**config.mk**
```make
export PLATFORM = sky130hd
export DESIGN_NAME = cpu_core
export DESIGN_NICKNAME = d
export VERILOG_FILES = /design/src/logic/cpu_pkg.sv /design/src/logic/cpu_core.sv /design/src/logic/seq_control.sv /design/src/logic/result_writeback.sv /design/src/logic/alu_execute.sv /design/src/logic/instr_decode.sv
export SDC_FILE = /design/constraint.sdc
export NUM_CORES = 1
export LEC_CHECK = 0
export ABC_AREA = 1
export ABC_CLOCK_PERIOD_IN_PS = 9600
export BUFFER_PORTS_ARGS = -buffer_cell sky130_fd_sc_hd__buf_4
export CORE_ASPECT_RATIO = 0.8
export CORE_MARGIN = 2
export CORE_UTILIZATION = 54
export DETAILED_ROUTE_END_ITERATION = 8
export HOLD_SLACK_MARGIN = 0.1
export PLACE_DENSITY = 0.72
export SKIP_LAST_GASP = 1
export SLEW_MARGIN = 10
export SYNTH_ARGS = -nofsm -noshare
export SYNTH_HDL_FRONTEND = slang
export SYNTH_SLANG_ARGS = --single-unit
```
**constraint.sdc**
```tcl
create_clock -name clock -period 9.6 [get_ports clock]
set_input_delay 0 -clock clock [delete_from_list [all_inputs] [get_ports clock]]
set_output_delay 0 -clock clock [all_outputs]
set_load 0.01 [all_outputs]
```
**src/logic/cpu_pkg.sv**
```systemverilog
`default_nettype none

package cpu_pkg;

    localparam int data_width = 32;
    localparam int reg_count = 8;
    localparam int reg_addr_width = 3;
    localparam int imm_width = 16;
    localparam int op_width = 6;

    // general registers come out of reset holding 15
    localparam logic [data_width-1:0] reg_reset_value = 32'd15;
    localparam logic [data_width-1:0] pc_reset_value = 32'd0;

    typedef enum logic [1:0] {
        st_fetch   = 2'd0,
        st_execute = 2'd1,
        st_advance = 2'd2
    } state_t;

    // codes above op_branch are decoded as nop
    typedef enum logic [op_width-1:0] {
        op_nop    = 6'd0,
        op_add    = 6'd1,
        op_sub    = 6'd2,
        op_and    = 6'd3,
        op_or     = 6'd4,
        op_xor    = 6'd5,
        op_loadi  = 6'd6,
        op_store  = 6'd7,
        op_load   = 6'd8,
        op_cmp    = 6'd9,
        op_jump   = 6'd10,
        op_branch = 6'd11
    } opcode_t;

endpackage

`default_nettype wire
```
**src/logic/cpu_core.sv**
```systemverilog
`default_nettype none

module cpu_core (
    input  wire                                 clock,
    input  wire                                 rst_n,
    input  wire  [cpu_pkg::data_width-1:0]      data_in,
    output logic [cpu_pkg::data_width-1:0]      data_out,
    output logic [cpu_pkg::data_width-1:0]      address,
    output logic                                rw
);

    cpu_pkg::state_t                    state;
    cpu_pkg::opcode_t                   op;
    logic [cpu_pkg::reg_addr_width-1:0] src_a;
    logic [cpu_pkg::reg_addr_width-1:0] src_b;
    logic [cpu_pkg::reg_addr_width-1:0] dest;
    logic                               high_half;
    logic [cpu_pkg::imm_width-1:0]      imm;
    logic [cpu_pkg::data_width-1:0]     value_a;
    logic [cpu_pkg::data_width-1:0]     value_b;
    logic                               flag_a;
    logic [cpu_pkg::data_width-1:0]     result;
    logic                               flag_result;
    logic                               reg_write;
    logic                               mem_write;
    logic                               take_branch;

    instr_decode instr_decode_i (
        .clock(clock), .rst_n(rst_n), .state(state), .data_in(data_in),
        .op(op), .src_a(src_a), .src_b(src_b), .dest(dest),
        .high_half(high_half), .imm(imm)
    );

    // memory read data doubles as the load result
    alu_execute alu_execute_i (
        .state(state), .op(op), .high_half(high_half), .imm(imm),
        .value_a(value_a), .value_b(value_b), .flag_a(flag_a), .mem_rdata(data_in),
        .result(result), .flag_result(flag_result), .reg_write(reg_write),
        .mem_write(mem_write), .take_branch(take_branch)
    );

    result_writeback result_writeback_i (
        .clock(clock), .rst_n(rst_n), .src_a(src_a), .src_b(src_b), .dest(dest),
        .reg_write(reg_write), .result(result), .flag_result(flag_result),
        .value_a(value_a), .value_b(value_b), .flag_a(flag_a)
    );

    seq_control seq_control_i (
        .clock(clock), .rst_n(rst_n), .take_branch(take_branch),
        .mem_write(mem_write), .op(op), .imm(imm), .value_b(value_b),
        .state(state), .address(address), .rw(rw)
    );

    // store data is always source A
    assign data_out = value_a;

endmodule

`default_nettype wire

```
**src/logic/seq_control.sv**
```systemverilog
`default_nettype none

module seq_control (
    input  wire                                   clock,
    input  wire                                   rst_n,
    input  wire                                   take_branch,
    input  wire                                   mem_write,
    input  cpu_pkg::opcode_t                      op,
    input  wire        [cpu_pkg::imm_width-1:0]   imm,
    input  wire        [cpu_pkg::data_width-1:0]  value_b,
    output cpu_pkg::state_t                       state,
    output logic       [cpu_pkg::data_width-1:0]  address,
    output logic                                  rw
);

    cpu_pkg::state_t                state_next;
    logic [cpu_pkg::data_width-1:0] pc;
    logic [cpu_pkg::data_width-1:0] branch_target;
    logic                           mem_access;

    always_comb
    begin
        case (state)
            cpu_pkg::st_fetch:   state_next = cpu_pkg::st_execute;
            cpu_pkg::st_execute: state_next = cpu_pkg::st_advance;
            default:             state_next = cpu_pkg::st_fetch;
        endcase
    end

    always_ff @(posedge clock)
    begin
        if (!rst_n)
        begin
            state <= cpu_pkg::st_fetch;
        end
        else
        begin
            state <= state_next;
        end
    end

    // jump and branch targets are the zero-extended immediate
    assign branch_target = {{(cpu_pkg::data_width-cpu_pkg::imm_width){1'b0}}, imm};

    always_ff @(posedge clock)
    begin
        if (!rst_n)
        begin
            pc <= cpu_pkg::pc_reset_value;
        end
        else if (state == cpu_pkg::st_advance)
        begin
            pc <= take_branch ? branch_target : pc + 1'b1;
        end
    end

    // load and store borrow the bus for one execute cycle
    assign mem_access = (state == cpu_pkg::st_execute) &&
                        ((op == cpu_pkg::op_load) || (op == cpu_pkg::op_store));

    assign address = mem_access ? value_b : pc;
    assign rw      = !mem_write;

    assert property (@(posedge clock) disable iff (!rst_n)
        state inside {cpu_pkg::st_fetch, cpu_pkg::st_execute, cpu_pkg::st_advance})
        else $error("illegal sequencer state");

    assert property (@(posedge clock) disable iff (!rst_n)
        !rw |-> state == cpu_pkg::st_execute)
        else $error("bus write outside execute");

endmodule

`default_nettype wire

```
**src/logic/result_writeback.sv**
```systemverilog
`default_nettype none

module result_writeback (
    input  wire                                      clock,
    input  wire                                      rst_n,
    input  wire  [cpu_pkg::reg_addr_width-1:0]       src_a,
    input  wire  [cpu_pkg::reg_addr_width-1:0]       src_b,
    input  wire  [cpu_pkg::reg_addr_width-1:0]       dest,
    input  wire                                      reg_write,
    input  wire  [cpu_pkg::data_width-1:0]           result,
    input  wire                                      flag_result,
    output logic [cpu_pkg::data_width-1:0]           value_a,
    output logic [cpu_pkg::data_width-1:0]           value_b,
    output logic                                     flag_a
);

    logic [cpu_pkg::data_width-1:0] regs [cpu_pkg::reg_count];
    logic [cpu_pkg::reg_count-1:0]  flags;

    // register file
    always_ff @(posedge clock)
    begin
        if (!rst_n)
        begin
            for (int i = 0; i < cpu_pkg::reg_count; i++)
            begin
                regs[i] <= cpu_pkg::reg_reset_value;
            end
        end
        else if (reg_write)
        begin
            regs[dest] <= result;
        end
    end

    // flag bits, written alongside the register
    always_ff @(posedge clock)
    begin
        if (!rst_n)
        begin
            flags <= '0;
        end
        else if (reg_write)
        begin
            flags[dest] <= flag_result;
        end
    end

    // read ports
    assign value_a = regs[src_a];
    assign value_b = regs[src_b];
    assign flag_a  = flags[src_a];

    // sequencer must start in fetch, so nothing commits right after reset
    assert property (@(posedge clock) $rose(rst_n) |-> !reg_write)
        else $error("register write in first cycle after reset");

endmodule

`default_nettype wire

```
**src/logic/alu_execute.sv**
```systemverilog
`default_nettype none

module alu_execute (
    input  cpu_pkg::state_t                      state,
    input  cpu_pkg::opcode_t                     op,
    input  wire                                  high_half,
    input  wire        [cpu_pkg::imm_width-1:0]  imm,
    input  wire        [cpu_pkg::data_width-1:0] value_a,
    input  wire        [cpu_pkg::data_width-1:0] value_b,
    input  wire                                  flag_a,
    input  wire        [cpu_pkg::data_width-1:0] mem_rdata,
    output logic       [cpu_pkg::data_width-1:0] result,
    output logic                                 flag_result,
    output logic                                 reg_write,
    output logic                                 mem_write,
    output logic                                 take_branch
);

    logic [cpu_pkg::data_width:0] sum;
    logic [cpu_pkg::data_width:0] diff;
    logic                         less_than;
    logic                         writes_reg;
    logic                         branch_hit;
    logic                         in_execute;

    // one extra bit holds carry out and borrow
    assign sum  = {1'b0, value_a} + {1'b0, value_b};
    assign diff = {1'b0, value_a} - {1'b0, value_b};
    assign less_than = value_a < value_b;

    assign in_execute = state == cpu_pkg::st_execute;

    always_comb
    begin
        result      = '0;
        flag_result = 1'b0;
        writes_reg  = 1'b1;
        case (op)
            cpu_pkg::op_add:
            begin
                result      = sum[cpu_pkg::data_width-1:0];
                flag_result = sum[cpu_pkg::data_width];
            end
            cpu_pkg::op_sub:
            begin
                result      = diff[cpu_pkg::data_width-1:0];
                flag_result = diff[cpu_pkg::data_width];
            end
            cpu_pkg::op_and: result = value_a & value_b;
            cpu_pkg::op_or:  result = value_a | value_b;
            cpu_pkg::op_xor: result = value_a ^ value_b;
            cpu_pkg::op_loadi:
            begin
                // the half not loaded comes from source A
                if (high_half)
                begin
                    result = {imm, value_a[15:0]};
                end
                else
                begin
                    result = {value_a[31:16], imm};
                end
            end
            cpu_pkg::op_load: result = mem_rdata;
            cpu_pkg::op_cmp:
            begin
                result      = {{(cpu_pkg::data_width-1){1'b0}}, less_than};
                flag_result = less_than;
            end
            default: writes_reg = 1'b0;
        endcase
    end

    assign reg_write = in_execute && writes_reg;
    assign mem_write = in_execute && (op == cpu_pkg::op_store);

    assign branch_hit = (op == cpu_pkg::op_jump) ||
                        ((op == cpu_pkg::op_branch) && flag_a);

    // kept up through advance, where the PC takes it
    assign take_branch = branch_hit &&
                         (in_execute || (state == cpu_pkg::st_advance));

    // state moves every cycle, so its change serves as the sampling event
    assert property (@(state) !(reg_write && mem_write))
        else $error("register and memory write in the same cycle");

endmodule

`default_nettype wire

```
**src/logic/instr_decode.sv**
```systemverilog
`default_nettype none

module instr_decode (
    input  wire                                   clock,
    input  wire                                   rst_n,
    input  cpu_pkg::state_t                       state,
    input  wire        [cpu_pkg::data_width-1:0]  data_in,
    output cpu_pkg::opcode_t                      op,
    output logic       [cpu_pkg::reg_addr_width-1:0] src_a,
    output logic       [cpu_pkg::reg_addr_width-1:0] src_b,
    output logic       [cpu_pkg::reg_addr_width-1:0] dest,
    output logic                                  high_half,
    output logic       [cpu_pkg::imm_width-1:0]   imm
);

    logic [cpu_pkg::data_width-1:0] instr_reg;
    logic [cpu_pkg::op_width-1:0]   raw_op;

    // instruction register, only written while fetching
    always_ff @(posedge clock)
    begin
        if (!rst_n)
        begin
            // all-zero word decodes as nop
            instr_reg <= '0;
        end
        else if (state == cpu_pkg::st_fetch)
        begin
            instr_reg <= data_in;
        end
    end

    // field split
    assign raw_op    = instr_reg[5:0];
    assign src_a     = instr_reg[8:6];
    assign src_b     = instr_reg[11:9];
    assign dest      = instr_reg[14:12];
    assign high_half = instr_reg[15];
    assign imm       = instr_reg[31:16];

    // unknown codes fold to nop so downstream only sees legal values
    always_comb
    begin
        if (raw_op <= cpu_pkg::op_branch)
        begin
            op = cpu_pkg::opcode_t'(raw_op);
        end
        else
        begin
            op = cpu_pkg::op_nop;
        end
    end

endmodule

`default_nettype wire

```
==> out/qor.yml <==
run_status:
  status: "finished, final reports clean"
global_routing:
  grt_pass1_wl_um: 146000
  grt_max_degree: 86
  grt_use_total: 0.407
  grt_pass1_vias: 23182
  antenna_found_initial: 2
  grt-ovfl-total: 0
sta:
  rsz0062_at_grt: "no"
  period_share: 0.624
  max_freq_ghz: 0.167
  maxSlewHeadroom: 0.171
  min_period_ps: 5990
  hold-worst-slack_ps: 209
  slew_violations: 0
  final-hold-violation-count: 0
  worstMarginPinSlew_ps: 1230
  finalSetupTns_ps: 0
  finalClockSkew_ps: 28.8
  setup_viol_count_final: 0
worst_setup_path:
  r2r_cells: 18
  cp.arrival_ps: 6290
  critPathCaptureType: "flop"
  cp.required_ps: 9910
  critPathKind: "flop to flop"
  critPathMaxFanout: 85
  startpoint_type: "flop"
synthesis:
  synth_xor_xnor_area_share: 0.0111
  synth_compound_area_frac: 0.183
  avgSynthCellArea_um2: 6.67
  synth-async-reset-ratio: 0
  yosysWarnings: 0
  synthMuxAreaShare: 0
  yosysSeqAreaShare: 0.369
  ys_ff_latch: 336
  synthesis.nets: 3921
  synth_area_um2: 25200
  yosys.area_share.adder: 0.0537
  synth_top_family_by_area: "simple AND/OR/NAND/NOR gates"
  synth_cell_types: 43
  synthSimpleGateAreaFrac: 0.259
  synthFlopType: "edfxtp_1"
  synth_edf_count: 256
  synthCells: 3780
floorplan:
  dieArea_um2: 48400
  start_util: 0.549
  fp.dieW_um: 246
  core_um2: 45900
  die_h_um: 197
  num_io_pins: 99
  rows: 70
cts:
  tritoncts: "done"
  cts_root_buf: "clkbuf_16"
  cts.repair.resized: 0
  cts_buffer_depth: 3
  clock_sink_count: 336
  cts_setup_buffers: 0
  clkTransAtPathRegs_ps: 70
  h-tree-depth: 2
  clk_latency_ps: 580
  cts_buffers: 38
drt:
  num_vias: 26011
  firstDrtPassIters: 6
  finalWirelength_um: 99600
  drt_iter0_drc: 3765
  route.detailed.wl_per_inst_um: 22.4
  viasPerCell: 5.84
  ant_nets: 0
  drc: 0
pwr:
  seq_power_share: 0.175
  pwr-share-clk: 0.133
  pwr-share-comb: 0.692
  p_int_w: 0.00433
  p_per_area_nw_per_um2: 378
  p_switching_w: 0.00617
  ir_drop_v: 0.000270
  leakagePower_nw: 12.8
  netSwitchingFraction: 0.588
worst_hold_path:
  min-delay-start: "data_in[5]"
  min_path_cells: 4
  hold_class: "input pin to flop"
flow_run:
  max-cap-violations: 0
placed_design:
  dp_hpwl_um: 69700
  place.gp.congestion: 1.05
  port_buffers: 98
finish:
  area_growth_pct: 10.3
  largest_reg_flops: 256
  nFillCells: 4415
  drive_above_1_share: 0.0695
  fin_nets: 3953
  finish.utilization: 0.606
-- cells in the mapped netlist, drive strengths merged (6+ instances only) --
master | instances | area (µm²)
nand2 | 867 | 3260
inv | 612 | 2300
o21ai | 548 | 2750
nor2 | 538 | 2130
a21oi | 274 | 1380
edfxtp | 256 | 7690
nand3 | 154 | 823
clkbuf | 114 | 428
ha | 105 | 1310
dfxtp | 80 | 1600
buf | 74 | 390
o211ai | 44 | 330
xor2 | 29 | 254
nor3 | 26 | 130
nand4 | 19 | 119
o21bai | 6 | 45.0
o22ai | 6 | 37.5
-- cell usage in the layout (no fill, tap or decap), drive strengths merged, types with 2 or more instances in the layout --
master and count:
o211ai 44, o21bai 6, dfxtp 80, nand3b 4, a21oi 274, edfxtp 256, dlygate4sd3 34, or2 4
fa 2, nand2 867, nor4 2, clkbuf 56, nor3 26, buf 146, o21ai 548, inv 614
xor2 29, xnor2 3, o21a 4, nand4 19, nand3 154, o22ai 6, nor2 538, clkinv 13
ha 105
-- area by class of cell --
class / count / area (µm²) / area share
diodes: 1 / 2.50 / 0.0000900
clock buffers: 56 / 1060 / 0.0381
clock inverters: 13 / 109 / 0.00392
inverters: 614 / 2300 / 0.0829
multi-input cells: 2642 / 12800 / 0.461
flip-flops and latches: 336 / 9300 / 0.335
well taps: 612 / 766 / 0.0276
repair buffers: 180 / 1440 / 0.0517
-- cell families after synthesis --
kind of cell,after synthesis
adders and majority gates,107
xor gates and xnor gates,32
DFF,336
buffers and inverters,802
AOI/OAI and AO/OA,889
and+or+nand+nor,1614
-- final timing paths --
check                                                endpoint  slack [ps]
worst max-delay path            result_writeback_i.regs[2][0]        3610
worst min-delay path              instr_decode_i.instr_reg[5]         210
worst max register to register  result_writeback_i.regs[2][0]        3610
worst min register to register           seq_control_i.pc[31]         470
-- timing repair --
item | in CTS | in global routing
endpoints found under the setup margin | 0 | 0
hold endpoints to repair | 75 | 0
hold buffers | 34 | 0
-- critical path, cell delays in order, from the launching register on --
cell     delay [ps]
dfxtp_4         630
buf_4           720
buf_4           630
o21ai_0         190
o21ai_0         110
inv_1            50
o21ai_0         780
inv_1           150
ha_1            450
nor2_1          290
nand3_1         130
nand3_1         260
nand2_1          90
nand2_1         190
nand2_1         110
nand2_1          90
nand3_1         120
a21oi_2         540
nand2_1         120
-- metal layers --
metal  part of all wire  vias to the layer above  track usage
met2               0.40                     1827        0.574
met3               0.15                      259        0.123
met1               0.40                    11765        0.570
li1                   -                    12160            -
met4              0.052                        0        0.191
met5                  0                        -            0
-- power groups by stage --
stage / combinational (W) / clock, W / sequential [W]
final: 0.00726 / 0.00140 / 0.00183
after detailed placement: 0.00690 / 0 / 0.00186
after floorplan: 0.00453 / 0 / 0.00177
after CTS: 0.00696 / 0.00141 / 0.00183
after global placement: 0.00693 / 0 / 0.00185
after global routing: 0.00782 / 0.00146 / 0.00185
-- through the flow --
stage / cell area [µm²] / instances / setup slack (ps) / total power, W
3_3_place_gp: 26300 / 4350 / 3850 / 0.00878
6_report: 27800 / 4454 / 3610 / 0.0105
3_5_place_dp: 26300 / 4350 / 3760 / 0.00876
2_1_floorplan: 25200 / 3780 / 6120 / 0.00630
4_1_cts: 27800 / 4453 / 3780 / 0.0102
5_1_grt: 27800 / 4453 / 3210 / 0.0111
No activity file was read; power rests on OpenSTA's default activity.
